**src/source/gpio_pkg.sv**
```systemverilog
// Shared constants and types for the GPIO loopback subsystem.
// One fixed configuration: bidirectional, 4 pins, 4 beats per word.
// Beat 0 of a word is its least significant nibble.
// queue_depth must be a power of two so the device pointers wrap freely.

`default_nettype none

package gpio_pkg;

	localparam int pin_count = 4;
	localparam int beats_per_word = 4;
	localparam int queue_depth = 8;
	localparam int fr_divide = 2;

	localparam int word_w = pin_count * beats_per_word;
	localparam int beat_w = $clog2(beats_per_word);
	localparam int div_w = $clog2(fr_divide);
	localparam int queue_w = $clog2(queue_depth);

	// Full-rate ticks with dir_out low before the port samples its first beat
	// are the side_read tick, the turnaround tick and the device launch tick
	localparam int rx_skip = 3;
	localparam int rx_phase_w = $clog2(rx_skip + beats_per_word + 1);

	typedef logic [pin_count-1:0] pad_beat_t;
	typedef logic [word_w-1:0] gpio_word_t;
	typedef logic [beat_w-1:0] beat_index_t;
	typedef logic [div_w-1:0] div_count_t;
	typedef logic [queue_w-1:0] queue_ptr_t;
	typedef logic [queue_w:0] queue_count_t;
	typedef logic [rx_phase_w-1:0] rx_phase_t;

	localparam beat_index_t last_beat = beat_index_t'(beats_per_word - 1);
	localparam div_count_t div_last = div_count_t'(fr_divide - 1);
	localparam queue_count_t queue_full = queue_count_t'(queue_depth);
	localparam rx_phase_t rx_first = rx_phase_t'(rx_skip);
	localparam rx_phase_t rx_last = rx_phase_t'(rx_skip + beats_per_word - 1);

	// op is 1 for a write, 0 for a read
	typedef struct packed {
		logic op;
		gpio_word_t data;
	} host_cmd_t;

	typedef struct packed {
		logic empty;
		gpio_word_t data;
	} host_rsp_t;

	typedef enum logic [1:0] {
		idle,
		write_burst,
		turnaround,
		read_burst
	} burst_state_t;

endpackage

`default_nettype wire
```
**src/source/gpio_loop_top.sv**
```systemverilog
// Loopback subsystem top level on a single clock, ck_ref.
// The pad bus takes whichever side has its output enable high and reads
// as zero when neither drives. pad_oe_seen shows the turnaround gap.
// Only one command is in flight; the host must watch busy.

`timescale 1ns/1ps
`default_nettype none

module gpio_loop_top (
	input  logic                ck_ref,
	input  logic                rst,
	input  logic                cmd_valid,
	input  gpio_pkg::host_cmd_t cmd,
	output logic                busy,
	output logic                rsp_valid,
	output gpio_pkg::host_rsp_t rsp,
	output logic                pad_oe_seen
);
	import gpio_pkg::*;

	gpio_word_t tx_word;
	gpio_word_t rx_word;
	pad_beat_t port_beat;
	pad_beat_t dev_beat;
	pad_beat_t pad_bus;
	logic fr_tick;
	logic tx_load;
	logic dir_out;
	logic side_write;
	logic side_read;
	logic port_oe;
	logic rx_done;
	logic dev_oe;
	logic dev_empty;

	assign pad_bus = port_oe ? port_beat : (dev_oe ? dev_beat : '0);
	assign pad_oe_seen = port_oe | dev_oe;

	// Bursts start on any full-rate tick, so the frame strobe stays open
	rate_strobe_gen rate_strobe_gen_inst (
		.ck_ref(ck_ref),
		.rst(rst),
		.fr_tick(fr_tick),
		.hr_tick()
	);

	gpio_driver gpio_driver_inst (
		.ck_ref(ck_ref),
		.rst(rst),
		.fr_tick(fr_tick),
		.cmd_valid(cmd_valid),
		.cmd(cmd),
		.busy(busy),
		.tx_word(tx_word),
		.tx_load(tx_load),
		.dir_out(dir_out),
		.side_write(side_write),
		.side_read(side_read),
		.rx_word(rx_word),
		.rx_done(rx_done),
		.dev_empty(dev_empty),
		.rsp_valid(rsp_valid),
		.rsp(rsp)
	);

	gpio_port gpio_port_inst (
		.ck_ref(ck_ref),
		.rst(rst),
		.fr_tick(fr_tick),
		.tx_word(tx_word),
		.tx_load(tx_load),
		.dir_out(dir_out),
		.pad_in(pad_bus),
		.port_beat(port_beat),
		.port_oe(port_oe),
		.rx_word(rx_word),
		.rx_done(rx_done)
	);

	ext_device ext_device_inst (
		.ck_ref(ck_ref),
		.rst(rst),
		.fr_tick(fr_tick),
		.side_write(side_write),
		.side_read(side_read),
		.pad_in(pad_bus),
		.dev_beat(dev_beat),
		.dev_oe(dev_oe),
		.dev_empty(dev_empty)
	);

endmodule

`default_nettype wire

```
**src/source/gpio_driver.sv**
```systemverilog
// Command sequencer for the loopback path.
// A command is taken when cmd_valid is high and busy is low; anything
// arriving while busy is ignored, with no back-pressure.
// dir_out rests high so a read always begins with a falling edge.
// Side strobes are combinational and aligned to fr_tick.

`timescale 1ns/1ps
`default_nettype none

module gpio_driver (
	input  logic                 ck_ref,
	input  logic                 rst,
	input  logic                 fr_tick,
	input  logic                 cmd_valid,
	input  gpio_pkg::host_cmd_t  cmd,
	output logic                 busy,
	output gpio_pkg::gpio_word_t tx_word,
	output logic                 tx_load,
	output logic                 dir_out,
	output logic                 side_write,
	output logic                 side_read,
	input  gpio_pkg::gpio_word_t rx_word,
	input  logic                 rx_done,
	input  logic                 dev_empty,
	output logic                 rsp_valid,
	output gpio_pkg::host_rsp_t  rsp
);
	import gpio_pkg::*;

	burst_state_t state;
	beat_index_t cnt;
	logic accept;
	logic wr_armed;
	logic empty_q;

	assign accept = cmd_valid && !busy;

	// The first write beat leaves the port on the same tick as side_write,
	// so the strobe waits until the word has been loaded
	assign side_write = (state == write_burst) && fr_tick && !wr_armed && !tx_load;
	assign side_read = (state == turnaround) && fr_tick;

	always_ff @(posedge ck_ref) begin
		if (rst) begin
			state <= idle;
			cnt <= '0;
			busy <= 1'b0;
			tx_load <= 1'b0;
			dir_out <= 1'b1;
			wr_armed <= 1'b0;
			rsp_valid <= 1'b0;
		end else begin
			tx_load <= 1'b0;
			rsp_valid <= 1'b0;
			case (state)
				idle: begin
					if (accept) begin
						busy <= 1'b1;
						if (cmd.op) begin
							state <= write_burst;
							tx_load <= 1'b1;
							dir_out <= 1'b1;
						end else begin
							state <= turnaround;
							dir_out <= 1'b0;
						end
					end
				end
				write_burst: begin
					if (side_write) begin
						wr_armed <= 1'b1;
						cnt <= '0;
					end else if (fr_tick && wr_armed) begin
						// Done once the device has sampled the last beat
						if (cnt == last_beat) begin
							state <= idle;
							busy <= 1'b0;
							wr_armed <= 1'b0;
						end else begin
							cnt <= cnt + 1'b1;
						end
					end
				end
				turnaround: begin
					if (side_read) begin
						state <= read_burst;
					end
				end
				read_burst: begin
					if (rx_done) begin
						state <= idle;
						busy <= 1'b0;
						rsp_valid <= 1'b1;
						dir_out <= 1'b1;
					end
				end
				default: state <= idle;
			endcase
		end
	end

	always_ff @(posedge ck_ref) begin
		if (accept && cmd.op) begin
			tx_word <= cmd.data;
		end
		if (side_read) begin
			empty_q <= dev_empty;
		end
		if (state == read_burst && rx_done) begin
			rsp.empty <= empty_q;
			rsp.data <= rx_word;
		end
	end

	// The port only finishes a capture while a read burst waits for it
	a_rx_done_in_read: assert property (
		@(posedge ck_ref) disable iff (rst)
		rx_done |-> state == read_burst
	) else $error("rx_done arrived outside a read burst");

endmodule

`default_nettype wire

```
**src/source/ext_device.sv**
```systemverilog
// Far-side device model on the pads.
// A write burst starts with side_write and is sampled on the next four
// fr_ticks; the word is pushed into a queue_depth FIFO or dropped when full.
// A read burst starts with side_read, skips one turnaround tick and then
// drives the oldest word, or zero when empty, for four beats.
// dev_empty is only meaningful in the side_read cycle.

`timescale 1ns/1ps
`default_nettype none

module ext_device (
	input  logic                ck_ref,
	input  logic                rst,
	input  logic                fr_tick,
	input  logic                side_write,
	input  logic                side_read,
	input  gpio_pkg::pad_beat_t pad_in,
	output gpio_pkg::pad_beat_t dev_beat,
	output logic                dev_oe,
	output logic                dev_empty
);
	import gpio_pkg::*;

	gpio_word_t mem [queue_depth];
	gpio_word_t cap_shift;
	gpio_word_t cap_word;
	gpio_word_t rd_shift;
	queue_ptr_t wr_ptr;
	queue_ptr_t rd_ptr;
	queue_count_t count;
	beat_index_t cnt;
	burst_state_t state;
	logic full;
	logic push;
	logic pop;
	logic launch;

	assign dev_empty = (count == '0);
	assign full = (count == queue_full);
	assign cap_word = {pad_in, cap_shift[word_w-1:pin_count]};
	assign push = (state == write_burst) && fr_tick && (cnt == last_beat) && !full;
	assign pop = side_read && !dev_empty;
	assign launch = (state == read_burst) && fr_tick && !(dev_oe && cnt == last_beat);

	always_ff @(posedge ck_ref) begin
		if (rst) begin
			state <= idle;
			cnt <= '0;
			dev_oe <= 1'b0;
			wr_ptr <= '0;
			rd_ptr <= '0;
			count <= '0;
		end else begin
			// Push and pop belong to different bursts and never coincide
			if (push) begin
				wr_ptr <= wr_ptr + 1'b1;
				count <= count + 1'b1;
			end
			if (pop) begin
				rd_ptr <= rd_ptr + 1'b1;
				count <= count - 1'b1;
			end

			case (state)
				idle: begin
					if (side_write) begin
						state <= write_burst;
						cnt <= '0;
					end else if (side_read) begin
						state <= turnaround;
					end
				end
				write_burst: begin
					if (fr_tick) begin
						if (cnt == last_beat) begin
							state <= idle;
						end else begin
							cnt <= cnt + 1'b1;
						end
					end
				end
				turnaround: begin
					if (fr_tick) begin
						state <= read_burst;
						cnt <= '0;
					end
				end
				read_burst: begin
					if (launch) begin
						dev_oe <= 1'b1;
						if (dev_oe) begin
							cnt <= cnt + 1'b1;
						end
					end else if (fr_tick) begin
						dev_oe <= 1'b0;
						state <= idle;
					end
				end
				default: state <= idle;
			endcase
		end
	end

	always_ff @(posedge ck_ref) begin
		if (state == write_burst && fr_tick) begin
			cap_shift <= cap_word;
		end
		if (push) begin
			mem[wr_ptr] <= cap_word;
		end
		if (side_read) begin
			rd_shift <= dev_empty ? '0 : mem[rd_ptr];
		end else if (launch) begin
			dev_beat <= rd_shift[pin_count-1:0];
			rd_shift <= rd_shift >> pin_count;
		end
	end

	// A new burst may only begin once the device has released the pads,
	// which keeps port and device from driving at the same time
	a_burst_from_idle: assert property (
		@(posedge ck_ref) disable iff (rst)
		(side_write || side_read) |-> state == idle
	) else $error("Burst started while the device was still busy");

	// A push and a pop together would lose one update of the occupancy count
	a_push_pop_apart: assert property (
		@(posedge ck_ref) disable iff (rst)
		!(push && pop)
	) else $error("FIFO push and pop in the same cycle");

endmodule

`default_nettype wire

```
**src/source/gpio_port.sv**
```systemverilog
// GPIO port between half-rate words and full-rate pad beats.
// A loaded word leaves least significant nibble first, one beat per fr_tick,
// only while dir_out is high. port_oe follows the beats it launches.
// Capture begins rx_skip ticks after dir_out falls and takes beats_per_word
// beats; dir_out must stay low until rx_done. One outgoing word can be held
// while a capture is in progress.

`timescale 1ns/1ps
`default_nettype none

module gpio_port (
	input  logic                 ck_ref,
	input  logic                 rst,
	input  logic                 fr_tick,
	input  gpio_pkg::gpio_word_t tx_word,
	input  logic                 tx_load,
	input  logic                 dir_out,
	input  gpio_pkg::pad_beat_t  pad_in,
	output gpio_pkg::pad_beat_t  port_beat,
	output logic                 port_oe,
	output gpio_pkg::gpio_word_t rx_word,
	output logic                 rx_done
);
	import gpio_pkg::*;

	gpio_word_t tx_shift;
	gpio_word_t rx_shift;
	beat_index_t tx_cnt;
	rx_phase_t rx_phase;
	logic tx_busy;
	logic launch;
	logic capture;

	assign launch = fr_tick && tx_busy && dir_out && !tx_load;
	assign capture = fr_tick && !dir_out && (rx_phase >= rx_first) &&
		(rx_phase <= rx_last);
	assign rx_word = rx_shift;

	// Output side
	always_ff @(posedge ck_ref) begin
		if (rst) begin
			tx_busy <= 1'b0;
			tx_cnt <= '0;
			port_oe <= 1'b0;
		end else begin
			if (tx_load) begin
				tx_busy <= 1'b1;
				tx_cnt <= '0;
			end else if (launch) begin
				port_oe <= 1'b1;
				if (tx_cnt == last_beat) begin
					tx_busy <= 1'b0;
				end else begin
					tx_cnt <= tx_cnt + 1'b1;
				end
			end else if (fr_tick) begin
				// The last beat stays on the pads for one full-rate period
				port_oe <= 1'b0;
			end
		end
	end

	always_ff @(posedge ck_ref) begin
		if (tx_load) begin
			tx_shift <= tx_word;
		end else if (launch) begin
			port_beat <= tx_shift[pin_count-1:0];
			tx_shift <= tx_shift >> pin_count;
		end
	end

	// Input side
	// The phase counter restarts whenever the port owns the pads again
	always_ff @(posedge ck_ref) begin
		if (rst) begin
			rx_phase <= '0;
			rx_done <= 1'b0;
		end else begin
			rx_done <= 1'b0;
			if (dir_out) begin
				rx_phase <= '0;
			end else if (fr_tick && rx_phase <= rx_last) begin
				rx_phase <= rx_phase + 1'b1;
				if (rx_phase == rx_last) begin
					rx_done <= 1'b1;
				end
			end
		end
	end

	// New beats enter at the top, so beat 0 ends up in the low nibble
	always_ff @(posedge ck_ref) begin
		if (capture) begin
			rx_shift <= {pad_in, rx_shift[word_w-1:pin_count]};
		end
	end

	// The driver may only load a word once the previous one has left
	a_no_load_while_shifting: assert property (
		@(posedge ck_ref) disable iff (rst)
		tx_load |-> !tx_busy
	) else $error("tx_load while a word is still being shifted out");

endmodule

`default_nettype wire

```
**src/source/rate_strobe_gen.sv**
```systemverilog
// Full-rate and half-rate enable strobes in the ck_ref domain.
// Both strobes are single-cycle and registered; hr_tick coincides with
// every beats_per_word-th fr_tick. No derived clocks are produced.

`timescale 1ns/1ps
`default_nettype none

module rate_strobe_gen (
	input  logic ck_ref,
	input  logic rst,
	output logic fr_tick,
	output logic hr_tick
);
	import gpio_pkg::*;

	div_count_t div_cnt;
	beat_index_t beat_cnt;

	always_ff @(posedge ck_ref) begin
		if (rst) begin
			div_cnt <= '0;
			beat_cnt <= '0;
			fr_tick <= 1'b0;
			hr_tick <= 1'b0;
		end else begin
			fr_tick <= 1'b0;
			hr_tick <= 1'b0;
			if (div_cnt == div_last) begin
				div_cnt <= '0;
				fr_tick <= 1'b1;
				// Frame strobe rides on the last beat slot of each word
				hr_tick <= (beat_cnt == last_beat);
				beat_cnt <= beat_cnt + 1'b1;
			end else begin
				div_cnt <= div_cnt + 1'b1;
			end
		end
	end

endmodule

`default_nettype wire

```
**config.mk**
```make
export PLATFORM = sky130hd
export DESIGN_NAME = gpio_loop_top
export DESIGN_NICKNAME = d
export VERILOG_FILES = /design/src/source/gpio_pkg.sv /design/src/source/gpio_loop_top.sv /design/src/source/gpio_driver.sv /design/src/source/ext_device.sv /design/src/source/gpio_port.sv /design/src/source/rate_strobe_gen.sv
export SDC_FILE = /design/constraint.sdc
export NUM_CORES = 1
export LEC_CHECK = 0
export BUFFER_PORTS_ARGS = -buffer_cell sky130_fd_sc_hd__buf_2
export CORE_MARGIN = 8
export CORE_UTILIZATION = 42
export CTS_CLUSTER_DIAMETER = 40
export DETAILED_ROUTE_END_ITERATION = 7
export PLACE_DENSITY = 0.68
export SLEW_MARGIN = 20
export SYNTH_ARGS = -nofsm -noshare
export SYNTH_HDL_FRONTEND = slang
export SYNTH_HIERARCHICAL = 1
export SYNTH_SLANG_ARGS = --single-unit
```
**constraint.sdc**
```tcl
create_clock -name ck_ref -period 3.4 [get_ports ck_ref]
set_input_delay 0.68 -clock ck_ref [delete_from_list [all_inputs] [get_ports ck_ref]]
set_output_delay 0.68 -clock ck_ref [all_outputs]
set_load 0.02 [all_outputs]
```
======== Word level (Yosys, flattened, before mapping) ========
Memory sizes are Yosys's and may differ from the RTL's. A register that Yosys moved wholly into a read port is not among the register bits.
Cells that the tools add are included.
storage, ports and cells
  output and inout port bits .............. 20
  register bits after elaboration ......... 140
  logic and storage cells ................. 197
  memories kept ........................... 1
  memory bits (writable) .................. 128
  memory bits (read-only) ................. 0
  latch bits .............................. 0
memory list
  memory               words  bits a word  read ports  clocked after memory_dff  write ports  RTL line          text
  ext_device_inst.mem  8      16           1           1                         1            ext_device.sv:24  gpio_word_t mem [queue_depth];
cells by class
  multiplexer cells ....................... 58
  eq/ne operators ......................... 28
  reductions and logical operators ........ 61
  divide/modulo/power cells ............... 0
  add/subtract/negate cells ............... 9
  bitwise operators ....................... 8
  shift operators ......................... 0
  multiply operators ...................... 0
  magnitude comparators ................... 2
operator list
  kind                                                 count
  2-to-1 mux 16 bit                                    5
  2-to-1 mux 2 bit                                     22
  case mux 2 bit (4 select lines)                      3
  AND reduction 6 bit                                  4
  logical AND 1 bit                                    22
  2-to-1 mux 1 bit                                     20
  != test 2 bit, second input constant                 9
  nonzero test 2 bit                                   9
  2-to-1 mux 4 bit                                     4
  equality test 2 bit, second input constant           7
  != test 2 x 1 -> 1 bit, second input constant        7
  AND reduction 2 bit                                  6
  adder 3 x 1 -> 3 bit, second input constant          3
  AND reduction 3 bit                                  3
  OR reduction 2 bit                                   4
  logical NOT 1 bit                                    7
  inverter 1 bit                                       7
  adder 2 x 1 -> 2 bit, second input constant          3
  2-to-1 mux 3 bit                                     2
  OR reduction 3 bit                                   2
  adder 4 x 1 -> 4 bit, second input constant          1
  equality test 2 x 1 -> 1 bit, second input constant  2
  equality test 4 bit, second input constant           1
  logical NOT 2 bit                                    2
  11 further kinds                                     11

======== Logic depth before layout (Yosys ltp) ========
Gate-level depths: netlist of run 1.
  depth after elaboration ................. 6
  mapped depth ............................ 10
  mapped depth without buffers ............ 7

======== Hierarchy ========
The synthesis of run 1 kept the hierarchy.
modules (own cells, without submodules)
  module           instances  seq. area each (µm²)  cells each  area each (µm²)
  ext_device       1          5,165.0               358         6,836.6
  gpio_port        1          1,241.2               96          1,659.1
  gpio_driver      1          1,201.2               84          1,480.2
  rate_strobe_gen  1          100.1                 13          162.7
  gpio_loop_top    1          0.0                   10          57.6

======== Least setup slack after synthesis of run 1 ========
No wires, ideal clock.
  kind .................................... reg-to-reg
  from .................................... register rate_strobe_gen_inst.fr_tick
  to ...................................... memory ext_device_inst/mem[0][0] (netlist name), enable pin
  path buffers ............................ 1
  arrival ................................. 2.648 ns
  cell stages (with the launch flop) ...... 5
  setup slack ............................. 0.322 ns
  library setup time ...................... 0.430 ns
  path through ............................ dfxtp_1 and4b_1 clkbuf_1 nand2_1 nor4_1
on the way
  cells in the longest elaborated chain, start to end .. 5
RTL lines
  item                                    RTL line               text
  start: declaration                      rate_strobe_gen.sv:11  output logic fr_tick,
  start signal: assignment                rate_strobe_gen.sv:23  fr_tick <= 1'b0;
  start signal: assignment                rate_strobe_gen.sv:26  fr_tick <= 1'b0;
  start signal: assignment                rate_strobe_gen.sv:30  fr_tick <= 1'b1;
  logical AND 1 bit (3 in a row)          ext_device.sv:41       assign push = (state == write_burst) && fr_tick && (cnt == last_beat) && !full;
  2-to-1 mux 1 bit                        ext_device.sv:108      if (push) begin
  2-to-1 mux 1 bit (not written as such)  ext_device.sv:109      mem[wr_ptr] <= cap_word;
  end: declaration                        ext_device.sv:24
No other way between the ends.

======== Worst setup path after layout of run 1 ========
  from .................................... register gpio_driver_inst.state[0]
  to ...................................... register ext_device_inst.count[2]
on the way
  cells in the longest elaborated chain, start to end .. 4
RTL lines
  item                                                    RTL line             text
  start: declaration                                      gpio_driver.sv:30    burst_state_t state;
  start signal: assignment                                gpio_driver.sv:45    state <= idle;
  start signal: assignment                                gpio_driver.sv:60    state <= write_burst;
  start signal: assignment                                gpio_driver.sv:64    state <= turnaround;
  equality test 2 bit *                                   gpio_driver.sv:41    assign side_read = (state == turnaround) && fr_tick;
  logical AND 1 bit *                                     gpio_driver.sv:41
  net side_read                                           gpio_loop_top.sv:30  logic side_read;
  logical AND 1 bit *                                     ext_device.sv:42     assign pop = side_read && !dev_empty;
  2-to-1 mux 4 bit or nonzero test 2 bit (tied branches)  n/a
  end signal: assignment                                  ext_device.sv:57     count <= count + 1'b1;
  end signal: assignment                                  ext_device.sv:61     count <= count - 1'b1;
  end: declaration                                        ext_device.sv:30     queue_count_t count;
The timed path passes the listed nets; every way through them passes the cells marked *.
A chain may end at the register's enable or synchronous reset.

==> flow_summary.html, run 1 <==
<table>
<tr><th>Metric</th><th>Value</th></tr>
<tr><th colspan="2">Hold path</th></tr>
<tr><td>Worst hold path endpoint</td><td>gpio_driver_inst/tx_word[15]</td></tr>
<tr><td>Number of cells on the worst hold path</td><td>1</td></tr>
<tr><td>Worst hold path startpoint</td><td>cmd[15]</td></tr>
<tr><td>Path type of the worst min-delay path</td><td>in -&gt; reg</td></tr>
<tr><th colspan="2">Synth</th></tr>
<tr><td>Syn_nets</td><td>581</td></tr>
<tr><td>Post-Syn Area per Cell</td><td>18.3 um2</td></tr>
<tr><td>Count of yosys warnings during synthesis</td><td>6</td></tr>
<tr><td>Post-Syn Instances</td><td>552</td></tr>
<tr><td>Post-synthesis instance area</td><td>10,100 um2</td></tr>
<tr><th colspan="2">Power</th></tr>
<tr><td>Areal power density over the cells</td><td>593 nW/um2</td></tr>
<tr><td>Part of the total power dissipated in combinational logic</td><td>about 1.3%</td></tr>
<tr><td>Flop pwr share</td><td>50.6%</td></tr>
<tr><td>Leakage power total</td><td>4.01 nW</td></tr>
<tr><td>Power dissipated by switching net loads</td><td>1.41 mW</td></tr>
<tr><td>Part of the total power dissipated in the clock network</td><td>48.1%</td></tr>
<tr><td>Cell internal pwr</td><td>~5.6 mW</td></tr>
<tr><td>Fraction of power spent switching nets</td><td>19.9%</td></tr>
<tr><td>Maximum vdd drop</td><td>approximately 0.4 mV</td></tr>
<tr><td>Power after layout</td><td>about 7.1 mW</td></tr>
<tr><th colspan="2">Critical path</th></tr>
<tr><td>Crit-path leading delay family</td><td>simple AND/OR/NAND/NOR gates</td></tr>
<tr><td>Reg2reg path depth</td><td>7</td></tr>
<tr><td>Classification of the worst setup path</td><td>reg -&gt; reg</td></tr>
<tr><td>R2R Path End</td><td>ext_device_inst/count[2]</td></tr>
<tr><td>Worst path max stage delay</td><td>0.56 ns</td></tr>
<tr><td>Critical path data arrival time</td><td>2.70 ns</td></tr>
<tr><td>Crit path launch type</td><td>flip-flop</td></tr>
<tr><td>Count of buffer and inverter cells on the critical path</td><td>0</td></tr>
<tr><td>CP max FO</td><td>18</td></tr>
<tr><td>Worst r2r src</td><td>gpio_driver_inst/state[0]</td></tr>
<tr><td>Series of cell instances along the critical path</td><td>and3b_2, o41ai_4, xnor2_1, ha_1, or3_1, and3b_1, nor3_1</td></tr>
<tr><td>Required time of the worst setup path</td><td>3.82 ns</td></tr>
<tr><td>Setup crit end kind</td><td>flip-flop</td></tr>
<tr><td>Max stage delay cell, worst path</td><td>and3b_2</td></tr>
<tr><td>Reg-to-reg setup timing slack</td><td>1.12 ns</td></tr>
<tr><th colspan="2">Timing</th></tr>
<tr><td>Unrepaired setup endpoints after global routing</td><td>false</td></tr>
<tr><td>Clock period minus final worst setup slack</td><td>2.28 ns</td></tr>
<tr><td>Final critical-path setup slack</td><td>1.12 ns</td></tr>
<tr><td>Achievable clock frequency</td><td>0.438 GHz</td></tr>
<tr><td>Final-report hold violation count</td><td>0</td></tr>
<tr><td>Setup violation total in the final timing report</td><td>0</td></tr>
<tr><td>Tcrit/Tclk final</td><td>approximately 67%</td></tr>
<tr><td>Sum of negative setup slack</td><td>0 ns</td></tr>
<tr><td>Worst slew margin relative to its limit</td><td>33.2%</td></tr>
<tr><td>Worst clock skew</td><td>0.0170 ns</td></tr>
<tr><td>Worst Max-Slew Pin Slew</td><td>1.00 ns</td></tr>
<tr><td>Max Slew Vio Count</td><td>0</td></tr>
<tr><th colspan="2">Die</th></tr>
<tr><td>I/O pin total</td><td>40</td></tr>
<tr><td>Initial cell density of the core</td><td>42.9%</td></tr>
<tr><td>Site row count</td><td>56</td></tr>
<tr><td>Horizontal die dimension</td><td>171 um</td></tr>
<tr><td>Placeable core area</td><td>about 24,000 um2</td></tr>
<tr><td>Die outline area</td><td>roughly 29,000 um2</td></tr>
<tr><td>Overall die height</td><td>about 170 um</td></tr>
<tr><th colspan="2">Cells and area</th></tr>
<tr><td>Number of inserted diodes</td><td>0</td></tr>
<tr><td>NumNets Final</td><td>approximately 660</td></tr>
<tr><td>Most common cell after layout, fill and taps aside</td><td>edfxtp_1</td></tr>
<tr><td>Post-synthesis to final-layout area growth</td><td>17.9%</td></tr>
<tr><td>Fraction of final layout cells with drive strength greater than 1</td><td>28.6%</td></tr>
<tr><td>Commonest cells after routing, fill and taps aside</td><td>230 x edfxtp_1, 39 x buf_2, 36 x dfxtp_1</td></tr>
<tr><td>Post-layout util</td><td>50.5%</td></tr>
<tr><th colspan="2">CTS</th></tr>
<tr><td>CTS resizes</td><td>0</td></tr>
<tr><td>CTS tree</td><td>yes</td></tr>
<tr><td>CTS H-tree lvls</td><td>2</td></tr>
<tr><td>Maximum buffer depth of the clock tree</td><td>3</td></tr>
<tr><td>Buffers inserted during post-CTS setup optimization</td><td>0</td></tr>
<tr><td>Number of buffers inserted during clock tree synthesis</td><td>34</td></tr>
<tr><td>Num Clock Sinks</td><td>between 200 and 300</td></tr>
<tr><td>CTS clk-pin slew, worst paths</td><td>0.06 ns</td></tr>
<tr><td>Buffer type at the clock tree root</td><td>clkbuf_16</td></tr>
<tr><td>Number of hold buffers added after cts</td><td>0</td></tr>
<tr><td>Worst-skew pair later-pin latency</td><td>0.49 ns</td></tr>
<tr><th colspan="2">Routing</th></tr>
<tr><td>Routed vias</td><td>roughly 5,100</td></tr>
<tr><td>Number of vias per cell</td><td>5.19</td></tr>
<tr><td>Routed wirelength normalized by instance count</td><td>18.6 um</td></tr>
<tr><td>Routed Antenna Nets</td><td>0</td></tr>
<tr><td>DRT Pass-1 Iters</td><td>5</td></tr>
<tr><td>Drt first-iter violations</td><td>299</td></tr>
<tr><td>Detailed-route wire length</td><td>18,100 um</td></tr>
<tr><td>Drc violations</td><td>0</td></tr>
<tr><th colspan="2">Place</th></tr>
<tr><td>Number of port buffers</td><td>39</td></tr>
<tr><td>Detailed placer's ending HPWL</td><td>11,000 um</td></tr>
<tr><td>Place WS</td><td>1.11 ns</td></tr>
<tr><td>Routability congestion estimate</td><td>roughly 0.8</td></tr>
<tr><th colspan="2">Global route</th></tr>
<tr><td>Met1 Use GR</td><td>between 10% and 20%</td></tr>
<tr><td>First-pass GRT wire length</td><td>between 20,000 and 30,000 um</td></tr>
<tr><td>Vias in the first global route</td><td>5,288</td></tr>
<tr><td>Total global routing overflow</td><td>0</td></tr>
<tr><td>Total global routing track utilization</td><td>12.8%</td></tr>
<tr><td>Initial antenna violation count</td><td>0</td></tr>
<tr><td>Global routing met2 resource utilization</td><td>21.3%</td></tr>
<tr><td>Met3 usage</td><td>2.24%</td></tr>
<tr><td>Global route hottest layer</td><td>met2</td></tr>
<tr><td>Maximum number of pins on one net before global-route repair</td><td>35</td></tr>
<tr><th colspan="2">Status</th></tr>
<tr><td>Result of the run</td><td>completed</td></tr>
<tr><th colspan="2">Job</th></tr>
<tr><td>Max Cap Viol</td><td>0</td></tr>
</table>
-- per-layer routing --
layer / vias to the layer above / wire length [um]
met2: 132 / 8930
met1: 2576 / 7720
li1: 2312 / -
met3: 34 / 961
met4: 0 / 457
met5: - / 0
-- layout make-up --
| type | instances | area, um2 |
|---|---|---|
| fill | 1898 | 11600 |
| sequential | 267 | 7650 |
| multi-input combinational | 240 | 2270 |
| clock buffer | 35 | 876 |
| tap | 319 | 399 |
| timing repair buffer | 64 | 395 |
| clock inverter | 25 | 219 |
| inverter | 23 | 86.3 |
-- registers in the layout, summed over array words and instances (netlist names), 3 cells and up, named ones only --
| signal | count |
|---|---|
| ext_device_inst/cap_shift | 12 |
| ext_device_inst/wr_ptr | 3 |
| gpio_port_inst/tx_shift | 16 |
| gpio_port_inst/rx_word | 16 |
| ext_device_inst/rd_ptr | 3 |
| ext_device_inst/rd_shift | 16 |
| gpio_driver_inst/rsp | 17 |
| gpio_driver_inst/tx_word | 16 |
| ext_device_inst/mem | 128 |
| ext_device_inst/count | 4 |
| gpio_port_inst/port_beat | 4 |
| gpio_port_inst/rx_phase | 3 |
| ext_device_inst/dev_beat | 4 |
-- how the worst max path moves through the flow --
stage                                       startpoint                         to  cells past startpoint
after floorplan           rate_strobe_gen_inst/fr_tick  ext_device_inst/mem[0][0]                      4
after global placement       gpio_driver_inst/state[0]   ext_device_inst/count[2]                      7
after detailed placement     gpio_driver_inst/state[0]   ext_device_inst/count[2]                      7
after CTS                    gpio_driver_inst/state[1]   ext_device_inst/count[2]                      7
after global routing         gpio_driver_inst/state[0]   ext_device_inst/count[2]                      7
final                        gpio_driver_inst/state[0]   ext_device_inst/count[2]                      7
-- metrics by stage --
step | area, um2 | hold WS, ns | cells
finish | 11900 | 0.360 | 973
global route | 11900 | 0.344 | 973
CTS | 11900 | 0.336 | 973
detailed placement | 10800 | 0.414 | 913
global placement | 10800 | 0.402 | 913
floorplan | 10100 | 0.389 | 552
-- power by group through the flow --
| stage | sequential, mW | combinational [mW] | clock (mW) |
|---|---|---|---|
| final | 3.57 | 0.0898 | 3.39 |
| after global routing | 3.57 | 0.0994 | 3.60 |
| after CTS | 3.57 | 0.0909 | 3.46 |
| after detailed placement | 3.64 | 0.0900 | 0 |
| after global placement | 3.64 | 0.0872 | 0 |
| after floorplan | 3.63 | 0.0615 | 0 |
(Power assumes the default switching activity.)
==> run 2: changes to the inputs <==
- PLACE_DENSITY: 0.68 -> 0.7
- clock period: 3.4 -> 2 ns (I/O delays scaled with it)
==> run 2 against run 1 <==
Clock power up 89%. Sequential cell count unchanged. Routed wire length increased by 5.7%. Critical endpoint unchanged. Power grew 79%. Count of clock-buffer cells in the layout rose by 6. Clock skew fell by 0.00068 ns. Maximum frequency increased by 22%.
==> flow_summary.html, run 2 (synthesis gave the netlist of run 1 again) <==
<table>
<tr><th>Metric</th><th>Value</th></tr>
<tr><th colspan="2">Status</th></tr>
<tr><td>Result of the run</td><td>completed</td></tr>
<tr><th colspan="2">CTS</th></tr>
<tr><td>CTS clk-pin slew, worst paths</td><td>0.06 ns (about the same)</td></tr>
<tr><td>CTS H-tree lvls</td><td>2 (unchanged)</td></tr>
<tr><td>CTS tree</td><td>yes</td></tr>
<tr><td>Number of hold buffers added after cts</td><td>0 (unchanged)</td></tr>
<tr><td>Worst-skew pair later-pin latency</td><td>0.50 ns (about the same)</td></tr>
<tr><td>Maximum buffer depth of the clock tree</td><td>3 (unchanged)</td></tr>
<tr><td>Num Clock Sinks</td><td>267 (unchanged)</td></tr>
<tr><td>Number of buffers inserted during clock tree synthesis</td><td>34 (unchanged)</td></tr>
<tr><td>Buffer type at the clock tree root</td><td>clkbuf_16</td></tr>
<tr><th colspan="2">Timing</th></tr>
<tr><td>Achievable clock frequency</td><td>0.534 GHz (+22%)</td></tr>
<tr><td>Final-report hold violation count</td><td>0 (unchanged)</td></tr>
<tr><td>Worst clock skew</td><td>0.0163 ns (-0.000684 ns)</td></tr>
<tr><td>Sum of negative setup slack</td><td>0 ns (unchanged)</td></tr>
<tr><td>Setup violation total in the final timing report</td><td>0 (unchanged)</td></tr>
<tr><td>Worst slew margin relative to its limit</td><td>63.1% (+30 points)</td></tr>
<tr><td>Max Slew Vio Count</td><td>0 (unchanged)</td></tr>
<tr><td>Unrepaired setup endpoints after global routing</td><td>false</td></tr>
<tr><td>Worst Max-Slew Pin Slew</td><td>0.553 ns (-0.448 ns)</td></tr>
<tr><td>Clock period minus final worst setup slack</td><td>1.87 ns (-0.412 ns)</td></tr>
<tr><td>Worst hold slack</td><td>0.0831 ns (-0.277 ns)</td></tr>
<tr><td>Tcrit/Tclk final</td><td>93.6% (+26 points)</td></tr>
<tr><th colspan="2">Global route</th></tr>
<tr><td>First-pass GRT wire length</td><td>30,000 um (+4.8%)</td></tr>
<tr><td>Initial antenna violation count</td><td>0 (unchanged)</td></tr>
<tr><td>Maximum number of pins on one net before global-route repair</td><td>32 (-8.6%)</td></tr>
<tr><td>Global routing met2 resource utilization</td><td>23.2% (+2.0 points)</td></tr>
<tr><td>Met3 usage</td><td>2.79% (+0.55 points)</td></tr>
<tr><td>Met1 Use GR</td><td>16.3% (-0.072 points)</td></tr>
<tr><td>Vias in the first global route</td><td>5,485 (+3.7%)</td></tr>
<tr><td>Total global routing overflow</td><td>0 (unchanged)</td></tr>
<tr><td>Total global routing track utilization</td><td>13.3% (+0.56 points)</td></tr>
<tr><td>Global route hottest layer</td><td>met2</td></tr>
<tr><th colspan="2">Cells and area</th></tr>
<tr><td>Most common cell after layout, fill and taps aside</td><td>edfxtp_1</td></tr>
<tr><td>Commonest cells after routing, fill and taps aside</td><td>230 x edfxtp_1, 39 x buf_2, 37 x clkbuf_16</td></tr>
<tr><td>Fraction of final layout cells with drive strength greater than 1</td><td>31.8% (+3.2 points)</td></tr>
<tr><td>Number of inserted diodes</td><td>0 (unchanged)</td></tr>
<tr><td>Register name with the most flops</td><td>ext_device_inst/mem</td></tr>
<tr><td>Post-synthesis to final-layout area growth</td><td>21.4%</td></tr>
<tr><td>Leading registers by flop count</td><td>ext_device_inst/mem (128), gpio_driver_inst/rsp (17)</td></tr>
<tr><td>NumNets Final</td><td>669 (+1.5%)</td></tr>
<tr><td>Flip-flop count of the largest register after layout</td><td>128 (unchanged)</td></tr>
<tr><th colspan="2">Power</th></tr>
<tr><td>Power after layout</td><td>12.6 mW (+79%)</td></tr>
<tr><td>Maximum vdd drop</td><td>0.643 mV (+64%)</td></tr>
<tr><td>Flop pwr share</td><td>47.9% (-2.7 points)</td></tr>
<tr><td>Leakage power total</td><td>4.15 nW (+3.5%)</td></tr>
<tr><td>Power dissipated by switching net loads</td><td>2.51 mW (+79%)</td></tr>
<tr><td>Part of the total power dissipated in combinational logic</td><td>1.4% (about the same)</td></tr>
<tr><td>Areal power density over the cells</td><td>1030 nW/um2 (+74%)</td></tr>
<tr><td>Cell internal pwr</td><td>10.1 mW (+79%)</td></tr>
<tr><td>Part of the total power dissipated in the clock network</td><td>50.6% (+2.5 points)</td></tr>
<tr><td>Fraction of power spent switching nets</td><td>19.9% (-0.062 points)</td></tr>
<tr><th colspan="2">Critical path</th></tr>
<tr><td>Setup crit end kind</td><td>flip-flop</td></tr>
<tr><td>Crit path launch type</td><td>flip-flop</td></tr>
<tr><td>Series of cell instances along the critical path</td><td>o41ai_4, xnor2_1, ha_2, or3_1, and3b_1, nor3_2</td></tr>
<tr><td>Critical path data arrival time</td><td>2.29 ns (-0.41 ns)</td></tr>
<tr><td>Count of buffer and inverter cells on the critical path</td><td>0 (unchanged)</td></tr>
<tr><td>Reg-to-reg setup timing slack</td><td>0.13 ns (-0.99 ns)</td></tr>
<tr><td>CP max FO</td><td>5 (-13)</td></tr>
<tr><td>Max stage delay cell, worst path</td><td>o41ai_4</td></tr>
<tr><td>Worst r2r src</td><td>ext_device_inst/count[0]</td></tr>
<tr><td>Worst path max stage delay</td><td>0.39 ns (-0.17 ns)</td></tr>
<tr><td>Classification of the worst setup path</td><td>reg -&gt; reg</td></tr>
<tr><td>Reg2reg path depth</td><td>6 (-1)</td></tr>
<tr><td>Crit-path leading delay family</td><td>simple AND/OR/NAND/NOR gates</td></tr>
<tr><td>Required time of the worst setup path</td><td>2.42 ns (-1.40 ns)</td></tr>
<tr><td>Crit path launch</td><td>ext_device_inst/count[0]</td></tr>
<tr><td>R2R Path End</td><td>ext_device_inst/count[2]</td></tr>
<tr><th colspan="2">Routing</th></tr>
<tr><td>Routed wirelength normalized by instance count</td><td>19.4 um (+4.4%)</td></tr>
<tr><td>Detailed-route wire length</td><td>19,100 um (+5.7%)</td></tr>
<tr><td>Drt first-iter violations</td><td>384 (+28%)</td></tr>
<tr><td>Drc violations</td><td>0 (unchanged)</td></tr>
<tr><td>Number of vias per cell</td><td>5.18 (-0.18%)</td></tr>
<tr><td>Routed vias</td><td>5,107 (+1.0%)</td></tr>
<tr><td>DRT Pass-1 Iters</td><td>4 (-1)</td></tr>
<tr><td>Routed Antenna Nets</td><td>0 (unchanged)</td></tr>
<tr><th colspan="2">Job</th></tr>
<tr><td>Max Cap Viol</td><td>0 (unchanged)</td></tr>
<tr><th colspan="2">Hold path</th></tr>
<tr><td>Worst hold path endpoint</td><td>gpio_driver_inst/tx_word[7]</td></tr>
<tr><td>Worst hold path startpoint</td><td>cmd[7]</td></tr>
<tr><td>Number of cells on the worst hold path</td><td>1 (unchanged)</td></tr>
<tr><td>Path type of the worst min-delay path</td><td>in -&gt; reg</td></tr>
<tr><th colspan="2">Die</th></tr>
<tr><td>Site row count</td><td>56 (unchanged)</td></tr>
<tr><td>I/O pin total</td><td>40 (unchanged)</td></tr>
<tr><td>Initial cell density of the core</td><td>42.9% (unchanged)</td></tr>
<tr><td>Placeable core area</td><td>23,500 um2 (unchanged)</td></tr>
<tr><td>Overall die height</td><td>171 um (unchanged)</td></tr>
<tr><td>Horizontal die dimension</td><td>171 um (unchanged)</td></tr>
<tr><td>Die outline area</td><td>29,200 um2 (unchanged)</td></tr>
<tr><th colspan="2">Place</th></tr>
<tr><td>Number of port buffers</td><td>39 (unchanged)</td></tr>
<tr><td>Routability congestion estimate</td><td>0.758 (-5.2%)</td></tr>
<tr><td>Detailed placer's ending HPWL</td><td>12,200 um (+11%)</td></tr>
</table>
-- run 2: per-layer routing --
layer  part of all wire, %  wire length (um)
met5                     0                 0
met4                   2.1               403
met3                   5.5              1060
met2                    51              9770
met1                    41              7870
-- run 2: metrics by stage --
step                instances  instance area, um2  utilization (%)  worst slack [ns]
finish                    985               12200             52.0             0.128
global route              985               12200             52.0            0.0113
CTS                       985               12200             52.0            0.0580
detailed placement        923               11000             46.7            0.0883
global placement          923               11000             46.7             0.163
floorplan                 552               10200                -           -0.0409
-- run 2: timing repair --
| item | in CTS | in global routing |
|---|---|---|
| gates resized for setup | 0 | 5 |
| setup endpoints to repair | 0 | 18 |
| buffers inserted | 0 | 0 |
-- run 2: power groups by stage --
| stage | Sequential [mW] | Combinational, mW | Clock, mW |
|---|---|---|---|
| floorplan | 6.18 | 0.106 | 0 |
| global placement | 6.18 | 0.173 | 0 |
| detailed placement | 6.18 | 0.179 | 0 |
| CTS | 6.06 | 0.180 | 6.54 |
| global route | 6.06 | 0.197 | 6.75 |
| finish | 6.06 | 0.181 | 6.40 |
-- run 2: layout make-up --
type / count / area (um2)
fillers: 1819 / 11300
flip-flops and latches: 267 / 7650
multi-input cells: 240 / 2330
clock buffers: 41 / 951
repair buffers: 74 / 546
well taps: 319 / 399
clock inverters: 21 / 284
inverters: 23 / 86.3
-- run 2: how the worst max path moves through the flow --
stage                                     endpoint  cells after the start
final                     ext_device_inst/count[2]                      6
after global routing      ext_device_inst/count[2]                      6
after CTS                 ext_device_inst/count[2]                      6
after detailed placement  ext_device_inst/count[2]                      6
after global placement    ext_device_inst/count[2]                      6
after floorplan           ext_device_inst/count[2]                     10
